<file path="src/design/gpmc_defines.svh">
// Sizing of the host-to-FPGA page bridge.
// The page count is a power of two and a frame must fit in one page
// after the transfer offset. Word addresses count 16-bit bus words.

`ifndef GPMC_DEFINES_SVH
`define GPMC_DEFINES_SVH

// Log2 of the number of pages in the block RAM
`define GPMC_PTR_WIDTH 2

// Word-address bits inside one page, taken from bus bits 1 and up
`define GPMC_ADDR_WIDTH 10

// Word address of a frame's first word, which holds the frame length
`define GPMC_XFER_OFFSET 2

// Width of the host data bus
`define GPMC_DATA_WIDTH 16

// Depth of the output frame FIFO as a power of two
`define GPMC_FIFO_DEPTH_LOG2 4

`endif

</file>
<file path="src/design/gpmc_pkg.sv">
// Shared types of the page bridge.
// Widths follow the sizing macros of the defines header.

`include "gpmc_defines.svh"

package gpmc_pkg;

    // One word of the host data bus
    typedef logic [`GPMC_DATA_WIDTH-1:0] em_data_t;

    // Word address inside a page, numbered like the bus address pins
    typedef logic [`GPMC_ADDR_WIDTH:1] em_addr_t;

    // Stream word: bit 17 marks end of frame, bit 16 marks start of frame
    typedef logic [`GPMC_DATA_WIDTH+1:0] frame_word_t;

    // Page pointer, the top bit is the wrap bit
    typedef logic [`GPMC_PTR_WIDTH:0] page_ptr_t;

    // Host-side machine, waiting for a length word or filling a page
    typedef enum logic {
        START,
        FILL
    } gpmc_state_e;

    // Emptier machine in the system clock domain
    typedef enum logic [1:0] {
        CLAIM = 2'd0,
        PRE   = 2'd1,
        EMPTY = 2'd2
    } fifo_state_e;

endpackage

</file>
<file path="src/design/frame_fifo.sv">
// Small synchronous FIFO of stream words with ready/ready handshakes.
// A word accepted at the input shows at the output on the next cycle.
// Contents are not cleared, only the pointers and the count.

`timescale 1ns/1ns

module frame_fifo #(
    parameter int DEPTH_LOG2 = 4
) (
    input  logic                  clk,
    input  logic                  arst,
    input  logic                  clear_i,
    input  gpmc_pkg::frame_word_t data_i,
    input  logic                  src_rdy_i,
    output logic                  dst_rdy_o,
    output gpmc_pkg::frame_word_t data_o,
    output logic                  src_rdy_o,
    input  logic                  dst_rdy_i
);

    localparam int DEPTH = 1 << DEPTH_LOG2;
    // Count value with every slot in use
    localparam logic [DEPTH_LOG2:0] FULL_COUNT = {1'b1, {DEPTH_LOG2{1'b0}}};

    gpmc_pkg::frame_word_t   mem [0:DEPTH-1];
    logic [DEPTH_LOG2-1:0]   wr_ptr;
    logic [DEPTH_LOG2-1:0]   rd_ptr;
    logic [DEPTH_LOG2:0]     count;
    logic                    do_write;
    logic                    do_read;

    // Handshake on each side
    assign dst_rdy_o = (count != FULL_COUNT);
    assign src_rdy_o = (count != '0);
    assign do_write  = src_rdy_i && dst_rdy_o;
    assign do_read   = src_rdy_o && dst_rdy_i;

    // Head of the buffer is always on the output
    assign data_o = mem[rd_ptr];

    always_ff @(posedge clk) begin
        if (do_write)
            mem[wr_ptr] <= data_i;
    end

    // Pointers wrap naturally since the depth is a power of two
    always_ff @(posedge clk) begin
        if (arst || clear_i) begin
            wr_ptr <= '0;
            rd_ptr <= '0;
            count  <= '0;
        end else begin
            if (do_write)
                wr_ptr <= wr_ptr + 1'b1;
            if (do_read)
                rd_ptr <= rd_ptr + 1'b1;
            case ({do_write, do_read})
                2'b10:   count <= count + 1'b1;
                2'b01:   count <= count - 1'b1;
                default: count <= count;
            endcase
        end
    end

endmodule

</file>
<file path="config.mk">
export PLATFORM = sky130hd
export DESIGN_NAME = frame_fifo
export DESIGN_NICKNAME = d
export VERILOG_FILES = /design/src/design/gpmc_pkg.sv /design/src/design/frame_fifo.sv
export VERILOG_INCLUDE_DIRS = /design/src /design/src/design
export SDC_FILE = /design/constraint.sdc
export NUM_CORES = 1
export LEC_CHECK = 0
export ABC_AREA = 1
export BUFFER_PORTS_ARGS = -buffer_cell sky130_fd_sc_hd__clkbuf_2
export CAP_MARGIN = 10
export CORE_MARGIN = 5
export CORE_UTILIZATION = 55
export CTS_CLUSTER_SIZE = 40
export DETAILED_ROUTE_END_ITERATION = 8
export HOLD_SLACK_MARGIN = 0.05
export PLACE_DENSITY = 0.86
export SYNTH_ARGS = -nofsm -noshare
export SYNTH_HDL_FRONTEND = slang
export SYNTH_SLANG_ARGS = --single-unit
</file>
<file path="constraint.sdc">
create_clock -name clk -period 2.35 [get_ports clk]
set_clock_uncertainty 0.1 [all_clocks]
set_input_delay 0.5875 -clock clk [delete_from_list [all_inputs] [get_ports clk]]
set_output_delay 0.5875 -clock clk [all_outputs]
set_load 0.03 [all_outputs]
</file>
==> results.txt, run 1 <==
The flow ran to the end, but the final reports show violations. The final reports fail on negative setup slack. Measured against its own limit, the worst slew margin works out to 0.673.

Buffers inserted during clock tree synthesis total 29. The number of instances in the synthesized netlist came out at 893. The overall die area is 25800 um^2.

The average instance in the mapped netlist occupies 14.0 um^2. In this run the horizontal extent of the chip is 161 um. The number of nets produced by synthesis came out at 924. Data on the critical path is required at its endpoint by 1660 ps.

Yosys attributes the largest share of cell area to sky130_fd_sc_hd__edfxtp_1 69%, sky130_fd_sc_hd__mux2i_1 5.8%, sky130_fd_sc_hd__o211ai_1 4.3%. TritonCTS built the clock tree. In this run, synthesis inferred 288 flip-flops with an integrated enable. After layout, the minimum clock period comes to 2880 ps.

In this run, the number of DRC markers left after iteration 0 of detailed routing was 1040. The standard-cell row count is 55. The detailed router placed 8092 vias in this run. The commonest cells after synthesis are 288 x sky130_fd_sc_hd__edfxtp_1, 92 x sky130_fd_sc_hd__inv_1, 87 x sky130_fd_sc_hd__o21ai_0, 75 x sky130_fd_sc_hd__a21oi_1. The area growth from synthesis to layout is 20.2%. Yosys instantiated no cell more often than sky130_fd_sc_hd__edfxtp_1. Setup repair after global routing could not meet its margin everywhere. After layout, the worst setup slack is -527 ps. Counting the fill cells in the layout gives 1412. After detailed routing, the average wire length per cell comes to 24.8 um. The via count of the first global-routing pass is 7935. The largest individual stage delay along the critical path comes from the cell sky130_fd_sc_hd__dfxtp_4. For the worst-skew pair, the clock arrives at the later sink with an insertion delay of 550 ps. The number of vias per cell after detailed routing came out at 6.26. The remaining antenna violation count after routing came out at 0. The distinct cell type count of the synthesized netlist came out at 37. The count of placed standard cells in the final layout, fillers left out is 1292. Entering global routing, the biggest net connects 53 pins. The synthesized design contains 305 register bits.

After global routing the overflow that remains totals 0. In the final layout, the multi-input gates occupy 3050 um^2. The final hold violation count came out at 0. The power density normalized to cell area came out at 815 nW/um^2. The leakage power came out at 5.17 nW. Buffers placed on the I/O ports in this run total 42. Counting every sink on the clock net gives 305.

STA classifies the critical path startpoint as a flip-flop. The peak per-stage delay on the critical path came out at 380 ps. The top-area cell type share of the netlist area came out at 0.692.

The cell family contributing the most delay on the critical path is compound AO/OA/AOI/OAI gates. The worst setup path is captured at an output pin. The number of placed instances, taps included, is 1222. The fraction of the cycle the final worst path needs is 1.22.

The synthesized design spends more area on one cell type than any other, namely sky130_fd_sc_hd__edfxtp_1. The aggregate routed wire length is 32100 um. The number of antenna violations at the first check in global routing came out at 0. The final RePlAce weighted congestion came out at 0.805. Of the cells placed in the final design, the portion with a size suffix greater than 1 is 0.230.

The most used flip-flop cell after synthesis is sky130_fd_sc_hd__edfxtp_1. The number of buffer and inverter instances along the worst setup path is 3. The flip-flop and latch area is 9000 um^2. The endpoint arrival time on the critical path is 2190 ps. The final-stage net count is 1016. Traced cell by cell, the critical path runs through buf_12 > clkbuf_16 > o21ai_2 > o21ai_1 > o211ai_1 > nand2_1 > buf_8.

The clock transition at the register clock pins on the worst setup and hold paths after CTS came out at 70 ps. The post-placement setup slack is 123 ps. The height of the die is 161 um. The detailed-router iteration count before antenna repair is 6. The fmax is 348 MHz.

The worst register-to-register path has a setup slack of 190 ps. Setup violations remaining at the end of the flow were counted as 18. The first-pass GRT wire length came out at 46000 um. The total routing resource utilization after global routing came out at 0.232. The startpoint of the worst-slack reg-to-reg timing path is count[2].

In this run the number of H-tree levels came out at 1. The mapped netlist covers 12500 um^2. At the pin with the least slew margin, the transition time is 491 ps. The number of primary I/O pins came out at 43. The number of diodes added for antenna fixing came out at 0. The worst-case IR drop observed on VDD is 0.539 mV.

The maximum clock path buffer count came out at 3. The post-detailed-placement half-perimeter wirelength is 16200 um. The starting density of the core came out at 0.555. The maximum fanout along the worst path came out at 10. The tree is rooted in a sky130_fd_sc_hd__clkbuf_16. The share of synthesized flip-flops with an asynchronous set or reset came out at 0.

Max-cap violations in this run came to 0. The placeable core area came out at 22500 um^2. The tightest min-delay check is of the in2reg type. Buffers inserted to repair hold after CTS numbered 0.

The startpoint identified for the worst hold timing path is dst_rdy_i. The count of yosys warnings during synthesis is 0. The kind of critical path is reg2out.

The max-slew violation count is 0. For this run, the register share of the synthesized area comes to 0.719. The number of remaining DRC errors is 0.
power by group:
group	switching (mW)	total [mW]	internal [mW]
registers	0.0411	6.06	6.02
clock network	1.99	4.59	2.60
logic	0.942	1.60	0.657
total	2.97	12.2	9.27
tightest hold or removal path, cell delays in order:
cell	delay (ps)
sky130_fd_sc_hd__clkbuf_2	100
sky130_fd_sc_hd__nand2_4	110
sky130_fd_sc_hd__a211oi_1	80
worst paths after layout:
check,depth (start not counted),endpoint
max,7,data_o[16]
min,3,rd_ptr[1]
max reg2reg,14,count[4]
min reg2reg,2,wr_ptr[0]
repair_timing:
item                       4_1_cts  5_1_grt
cloned                           6        5
setup buffers                    3        3
setup endpoints to repair       18       18
pin swaps                       17       17
gates resized for setup         96       63
sequential cells by signal (all words and copies together) (netlist names), named ones only:
name    count
mem       288
count       5
rd_ptr      4
wr_ptr      4
cell usage in the layout, fill, tap and decap left out, types with 6 or more instances in the layout:
cell type,instances
sky130_fd_sc_hd__inv_1,92
sky130_fd_sc_hd__clkinv_2,6
sky130_fd_sc_hd__o21ai_0,39
sky130_fd_sc_hd__nand3_1,27
sky130_fd_sc_hd__a21oi_1,53
sky130_fd_sc_hd__nor2_2,18
sky130_fd_sc_hd__o211ai_1,72
sky130_fd_sc_hd__clkbuf_2,24
sky130_fd_sc_hd__o21ai_1,48
sky130_fd_sc_hd__mux2i_2,10
sky130_fd_sc_hd__clkbuf_8,7
sky130_fd_sc_hd__ha_1,8
sky130_fd_sc_hd__mux2i_1,62
sky130_fd_sc_hd__buf_4,41
sky130_fd_sc_hd__buf_8,10
sky130_fd_sc_hd__clkinv_1,7
sky130_fd_sc_hd__buf_12,13
sky130_fd_sc_hd__dfxtp_1,14
sky130_fd_sc_hd__a21oi_2,21
sky130_fd_sc_hd__nor2_1,11
sky130_fd_sc_hd__buf_16,9
sky130_fd_sc_hd__edfxtp_1,288
sky130_fd_sc_hd__nor3b_1,7
sky130_fd_sc_hd__nand2_1,25
sky130_fd_sc_hd__clkbuf_16,34
sky130_fd_sc_hd__nand2_2,11
sky130_fd_sc_hd__clkbuf_1,8
final cells by class:
class                      instances  area share
clock buffer                      37      0.0503
clock inverter                    16      0.0103
inverter                          97      0.0246
multi-input combinational        440       0.203
sequential                       305       0.599
tap                              285      0.0237
timing repair buffer             112      0.0893
cell families after synthesis:
group | synth area share
adder cells (fa/ha/maj) | 0.00801
AO/OA/AOI/OAI | 0.114
AND/OR/NAND/NOR | 0.0448
XOR/XNOR | 0.00411
flip-flops | 0.719
buffers and inverters | 0.0522
multiplexers | 0.0577
metal layers:
metal  vias up  global-route usage  part of all wire
met3       103              0.0395              0.10
li1       3503                   -                 -
met1      3986               0.311              0.36
met2       500               0.382              0.49
met4         0              0.0915             0.045
met5         -                   0                 0
through the flow:
stage               TNS (ps)  total power [mW]   util  cell area, um^2  hold WS (ps)
finish                 -7320              12.2  0.668            15000           275
CTS                    -6060              12.0  0.655            14700           271
detailed placement         0              7.37  0.594            13400           424
floorplan                  0              7.01      -            12500           401
global route           -8460              12.6  0.668            15000           283
global placement           0              7.33  0.594            13400           418
No activity file was read; power rests on OpenSTA's default activity.
==> inputs of run 2 (changes only) <==
Settings changed: CORE_UTILIZATION 55 to 56, PLACE_DENSITY 0.86 to 0.87.
==> run 2 against run 1 <==
The run still ends with negative setup slack left. Global-route usage grew 0.34 points. Die area shrank 1.7%. Hold slack gained 9.2 ps. Critical path depth grew 1. Combinational power grew 2%. Critical endpoint is now data_o[5]. Highest routed layer unchanged.
==> results.txt, run 2 (same netlist as run 1, synthesis figures left out) <==
The total routing resource utilization after global routing came out at 0.235 (+0.00341). The clock latency on the worst-skew pair came out at 550 ps (about the same). The remaining antenna violation count after routing came to 0 (unchanged).

The run finished, with violations left. The number of vias per cell after detailed routing came out at 6.30 (+0.54%). The standard-cell row count is 54 (-1.8%). The library cells used most frequently in the layout, excluding fill and tap cells, are 288 x sky130_fd_sc_hd__edfxtp_1, 92 x sky130_fd_sc_hd__inv_1, 72 x sky130_fd_sc_hd__o211ai_1, 61 x sky130_fd_sc_hd__mux2i_1, 54 x sky130_fd_sc_hd__a21oi_1.

The first-pass GRT wire length is 46400 um (+0.86%). The area growth from synthesis to layout is 20.9%. The number of design-rule violations left by the first detailed-router iteration came out at 1131 (+8.8%). The final-stage net count came out at 1015 (-0.098%).

The utilization of the core after routing came out at 0.690 (+0.0223). The count of port buffers added during placement is 42 (unchanged). The number of primary I/O pins came out at 43 (unchanged). The placeable core area is 21900 um^2 (-2.7%). The ratio of cells with drive above 1 in the final layout came out at 0.229 (-0.000993). Setup repair after global routing could not meet its margin everywhere. The checks that failed: negative setup slack. The number of diodes added for antenna fixing came to 0 (unchanged).

STA classifies the critical path endpoint as an output pin. In the final layout, the registers with the most flip-flops are mem x288, count x5. The average wire length per cell after detail routing is 24.3 um (-2.1%). The TritonCTS clock tree is done.

The root buffer selected by CTS is sky130_fd_sc_hd__clkbuf_16. The overall die area is 25400 um^2 (-1.7%). The height of the die came out at 159 um (-0.84%). The final hold violation count was 0 (unchanged). The final RePlAce weighted congestion came to 0.807 (+0.16%). The CTS sink count came out at 305 (unchanged).

The worst setup path is of the reg2out kind. The shortest period the worst path allows came out at 2870 ps (-6.96 ps). The fmax came to 348 MHz (+0.24%). The fraction of the cycle the final worst path needs came out at 1.22 (-0.00296).

The level count of the clock H-tree came out at 1 (unchanged). The worst setup path is launched from a flip-flop. The via count of the first global-routing pass came out at 8046 (+1.4%).

The endpoint required time on the critical path came out at 1660 ps (about the same). The total CTS buffers came to 30 (+3.4%). The remaining max-slew budget at the tightest pin was 0.721 (+0.0482).

The detailed-router iteration count before antenna repair came out at 5 (-1). Leaving out fill and tap cells, the most frequent cell in the layout is sky130_fd_sc_hd__edfxtp_1. The setup total negative slack was -7710 ps (-386 ps). The transition time of the tightest slew-check pin came out at 419 ps (-71.8 ps). The number of flip-flops in the largest register was 288 (unchanged). The via count is 8104 (+0.15%). The clock transition at the register clock pins on the worst setup and hold paths after CTS is 60 ps (about the same). The endpoint arrival time on the critical path is 2180 ps (about the same). The maximum resistive drop on vdd is 0.558 mV (+3.5%). The number of failing setup endpoints in the final timing report is 18 (unchanged). The max-cap check violation count is 0 (unchanged). More flip-flops sit in one register than any other, and that register is mem. The max-slew violation count is 0 (unchanged). The maximum clock path buffer count came out at 3 (unchanged). The die span in x came out at 159 um (-0.84%).

The worst-case setup margin in the final layout is -520 ps (+6.96 ps). The leakage power came to 5.17 nW (about the same). The starting density of the core came out at 0.571 (+0.0155).

The number of antenna violations at the first check in global routing is 0 (unchanged). The min-delay analysis places its worst path in the category in2reg. The aggregate routed wire length came out at 31300 um (-2.4%). The power density normalized to cell area came to 805 nW/um^2 (-1.1%). The post-detailed-placement half-perimeter wirelength came out at 16100 um (-0.32%).

The pin count of the biggest net entering global routing is 29 (-45%). The overflow left after global routing came out at 0 (unchanged). The maximum fanout along the worst path is 7 (-3). The number of remaining DRC errors came out at 0 (unchanged).
run 2: cell types whose count changed in the layout (fill, tap and decap cells not counted), moves of 4 or more:
cell / change
sky130_fd_sc_hd__buf_4: -9
sky130_fd_sc_hd__clkinv_1: +4
sky130_fd_sc_hd__o21ai_1: -12
sky130_fd_sc_hd__buf_12: +10
sky130_fd_sc_hd__buf_16: -4
sky130_fd_sc_hd__o21ai_2: +8
sky130_fd_sc_hd__clkbuf_1: +4
sky130_fd_sc_hd__o21ai_0: +4
sky130_fd_sc_hd__clkinv_2: -6
run 2: power breakdown:
| part | leakage, nW | total, mW | switching (mW) | internal [mW] |
|---|---|---|---|---|
| sequential | 2.74 | 6.06 | 0.0459 | 6.02 |
| combinational | 1.99 | 1.64 | 0.948 | 0.687 |
| clock | 0.433 | 4.47 | 1.95 | 2.52 |
run 2: stage by stage:
step	hold WS [ps]	cells	worst slack, ps	total power [mW]	instance area, um^2
final	285	1287	-520	12.2	15100
after global routing	301	1287	-539	12.5	15100
after CTS	278	1287	-438	12.0	15000
after detailed placement	427	1214	129	7.42	13500
after global placement	418	1214	202	7.37	13500
after floorplan	401	893	34.6	7.01	12500
run 2: per-layer routing:
layer  track usage  wire length [um]  share of wire
met4        0.0973              1250          0.040
met1         0.303             11300           0.36
met3        0.0373              3160           0.10
met5             0                 0              0
met2         0.401             15500           0.50
run 2: what timing repair did:
| item | CTS | global route |
|---|---|---|
| resized for setup | 109 | 48 |
| hold buffers | 0 | 0 |
| setup buffers | 10 | 0 |
| endpoints found under the setup margin | 18 | 18 |
| pin swaps | 31 | 25 |
| cloned | 8 | 1 |
run 2: final cells by class:
cell class | instances | area (um^2)
Multi-Input combinational cell | 440 | 3110
Timing Repair Buffer | 110 | 1380
Tap cell | 280 | 350
Fill cell | 1266 | 6780
Clock buffer | 43 | 821
Clock inverter | 12 | 81.3
Inverter | 97 | 372
Sequential cell | 305 | 9000
run 2: worst max-delay path, stage by stage, from the launching register on:
cell	delay, ps
sky130_fd_sc_hd__dfxtp_4	370
sky130_fd_sc_hd__buf_6	140
sky130_fd_sc_hd__bufbuf_16	270
sky130_fd_sc_hd__a21oi_1	160
sky130_fd_sc_hd__o21ai_0	140
sky130_fd_sc_hd__o211ai_1	150
sky130_fd_sc_hd__nand3_1	150
sky130_fd_sc_hd__nand2_2	130
sky130_fd_sc_hd__buf_8	130
run 2: worst paths after layout:
| path | start | end | slack, ps | depth (start not counted) |
|---|---|---|---|---|
| worst max-delay path | flip-flop | data_o[5] | -520 | 8 |
| worst min register to register | wr_ptr[0] | wr_ptr[0] | 440 | 2 |
| worst min-delay path | dst_rdy_i | flip-flop | 280 | 3 |
| worst max register to register | count[1] | count[4] | 170 | 15 |
==> inputs of run 3 (changes only) <==
Settings changed: RECOVER_POWER set to 25, SETUP_SLACK_MARGIN set to 0.1.
==> run 3 against run 2 <==
The run still ends with negative setup slack left. Via count is 2.4% higher. Core utilization is 0.50 points lower. Hold slack better by 9.6 ps. Largest cell class unchanged.
==> results.txt, run 3 (same netlist as run 1, synthesis figures left out) <==
The final RePlAce weighted congestion is 0.798 (-1.0%). The cts-stage hold buffer count came out at 0 (unchanged). The via count of the first global-routing pass came out at 8078 (+0.40%). The placeable core area is 21900 um^2 (unchanged). The filler cell count is 1287 (+1.7%). The endpoint arrival time on the critical path came out at 2350 ps (+170 ps). The setup total negative slack is -8610 ps (-908 ps).

The final reports fail on negative setup slack. The number of remaining DRC errors is 0 (unchanged). The post-detailed-placement half-perimeter wirelength is 15400 um (-4.2%).

The worst-case setup margin in the final layout came to -684 ps (-164 ps). The detailed-router iteration count before antenna repair came to 6 (+1). The multi-input gate area in the final layout is 3080 um^2 (-0.97%).

The aggregate routed wire length came to 34200 um (+9.5%). The starting density of the core is 0.571 (unchanged). The startpoint identified for the worst register-to-register timing path is count[0].

The root buffer cell chosen for the clock tree is sky130_fd_sc_hd__clkbuf_16. The run finished, with violations left. TritonCTS built the clock tree. The remaining max-slew budget at the tightest pin is 0.460 (-0.261). The standard-cell row count came out at 54 (unchanged). The standard cell area after detailed placement is 13400 um^2 (-0.74%). The CTS sink count is 305 (unchanged). The via count is 8301 (+2.4%). The kind of critical path is reg2out. Setup repair after global routing could not meet its margin everywhere.

The flip-flop and latch area is 9000 um^2 (about the same). The average wire length per cell after detail routing came out at 26.7 um (+10%). The number of primary I/O pins is 43 (unchanged). The number of flip-flops in the largest register was 288 (unchanged). The count of placed standard cells in the final layout, fillers left out is 1281 (-0.47%). The worst hold path belongs to the class in2reg. The most critical setup path has its endpoint at data_o[16]. The level count of the clock H-tree is 1 (unchanged). The overflow left after global routing is 0 (unchanged).

The die span in x is 159 um (unchanged). The number of failing setup endpoints in the final timing report is 18 (unchanged). The number of vias per cell after detailed routing is 6.48 (+2.9%). The largest registers in the layout are mem x288, count x5.

In this run the critical register-to-register path is captured at mem[8][6]. The final hold violation count came out at 0 (unchanged). STA classifies the critical path endpoint as an output pin. The height of the die came out at 159 um (unchanged). The area growth from synthesis to layout is 20.0%. The ratio of cells with drive above 1 in the final layout is 0.216 (-0.0136). The pin count of the biggest net entering global routing is 53 (+83%).

The number of design-rule violations left by the first detailed-router iteration came out at 1275 (+13%). The overall power came to 12.1 mW (-0.20%). The logic depth of the worst register-to-register path is 8 (-7). The total CTS buffers is 29 (-3.3%). The post-placement cell count came out at 1204 (-0.82%).

The endpoint required time on the critical path is 1660 ps (about the same). The transition time of the tightest slew-check pin came out at 810 ps (+391 ps). The fraction of the cycle the final worst path needs is 1.29 (+0.0699). The max-cap check violation count is 0 (unchanged). The top register by number of flip-flops is mem. The leakage power is 5.09 nW (-1.4%). The first-pass GRT wire length came out at 46800 um (+0.71%). The clock latency on the worst-skew pair was 540 ps (about the same). The clock transition at the register clock pins on the worst setup and hold paths after CTS came out at 60 ps (about the same). The count of port buffers added during placement came out at 42 (unchanged). The total routing resource utilization after global routing came out at 0.238 (+0.00248). The startpoint type of the worst setup path is a flip-flop. The final instance area came to 15000 um^2 (-0.73%). The flop-to-flop setup slack is 290 ps (+120 ps). The overall die area was 25400 um^2 (unchanged). The max-slew violation count is 0 (unchanged). The power density normalized to cell area came to 810 nW/um^2 (+0.54%). The remaining antenna violation count after routing came out at 0 (unchanged).

The number of diodes added for antenna fixing came out at 0 (unchanged). The fmax was 330 MHz (-5.4%). The number of antenna violations at the first check in global routing is 0 (unchanged). The final-stage net count is 1011 (-0.39%). The maximum clock path buffer count came out at 3 (unchanged).

The maximum resistive drop on vdd came out at 0.485 mV (-13%). The library cells used most frequently in the layout, excluding fill and tap cells, are 288 x sky130_fd_sc_hd__edfxtp_1, 92 x sky130_fd_sc_hd__inv_1, 72 x sky130_fd_sc_hd__o211ai_1, 63 x sky130_fd_sc_hd__a21oi_1, 58 x sky130_fd_sc_hd__mux2i_1. The shortest period the worst path allows was 3030 ps (+164 ps). Leaving out fill and tap cells, the most frequent cell in the layout is sky130_fd_sc_hd__edfxtp_1.

The maximum fanout along the worst path came out at 8 (+1).
run 3: cell types whose count changed in the layout (fill, tap and decap cells not counted), sizes merged:
cell / before / now
buf: 74 / 72
bufbuf: 3 / 1
clkbuf: 76 / 68
clkinv: 13 / 14
clkinvlp: 0 / 2
inv: 95 / 98
run 3: repair_timing:
item,in CTS,in global routing
setup endpoints to repair,18,20
pin swaps,8,17
gates cloned,4,9
buffers inserted,5,7
resized for setup,51,93
run 3: through the flow:
stage / hold slack, ps / util / setup WS (ps)
global route: 320 / 0.685 / -653
finish: 294 / 0.685 / -684
CTS: 277 / 0.664 / -443
floorplan: 401 / - / 34.6
detailed placement: 420 / 0.611 / 109
global placement: 421 / 0.611 / 165
run 3: power by group:
part / switching [mW] / leakage (nW) / internal (mW)
Combinational: 0.980 / 1.93 / 0.661
Sequential: 0.0534 / 2.74 / 6.02
Clock: 2.05 / 0.425 / 2.39
run 3: layer usage:
metal	up-vias	share of wire	GRT usage
met5	-	0	0
met4	0	0.049	0.125
met3	128	0.13	0.0476
met2	761	0.50	0.396
met1	3928	0.32	0.295
li1	3484	-	-
run 3: area by class of cell:
cell class | instances | area share
Sequential cell | 305 | 0.600
Multi-Input combinational cell | 440 | 0.205
Timing Repair Buffer | 107 | 0.0883
Clock buffer | 34 | 0.0496
Inverter | 97 | 0.0248
Tap cell | 280 | 0.0234
Clock inverter | 18 | 0.00876
run 3: worst min-delay path by stage:
stage,start,to,slack [ps],cells after the start
detailed placement,wr_ptr[0],wr_ptr[0],420,2
global placement,wr_ptr[0],wr_ptr[0],420,2
finish,dst_rdy_i,rd_ptr[1],290,3
CTS,dst_rdy_i,rd_ptr[1],280,3
floorplan,wr_ptr[0],wr_ptr[0],400,2
global route,dst_rdy_i,rd_ptr[1],320,3
run 3: worst max-delay path, cell delays in order, from the launching register on:
cell and delay, ps:
sky130_fd_sc_hd__dfxtp_4 400, sky130_fd_sc_hd__buf_12 170, sky130_fd_sc_hd__buf_8 140, sky130_fd_sc_hd__buf_16 140
sky130_fd_sc_hd__a21oi_1 170, sky130_fd_sc_hd__o21ai_0 150, sky130_fd_sc_hd__o211ai_1 170, sky130_fd_sc_hd__o211ai_1 160
sky130_fd_sc_hd__nand2_1 140, sky130_fd_sc_hd__buf_8 140
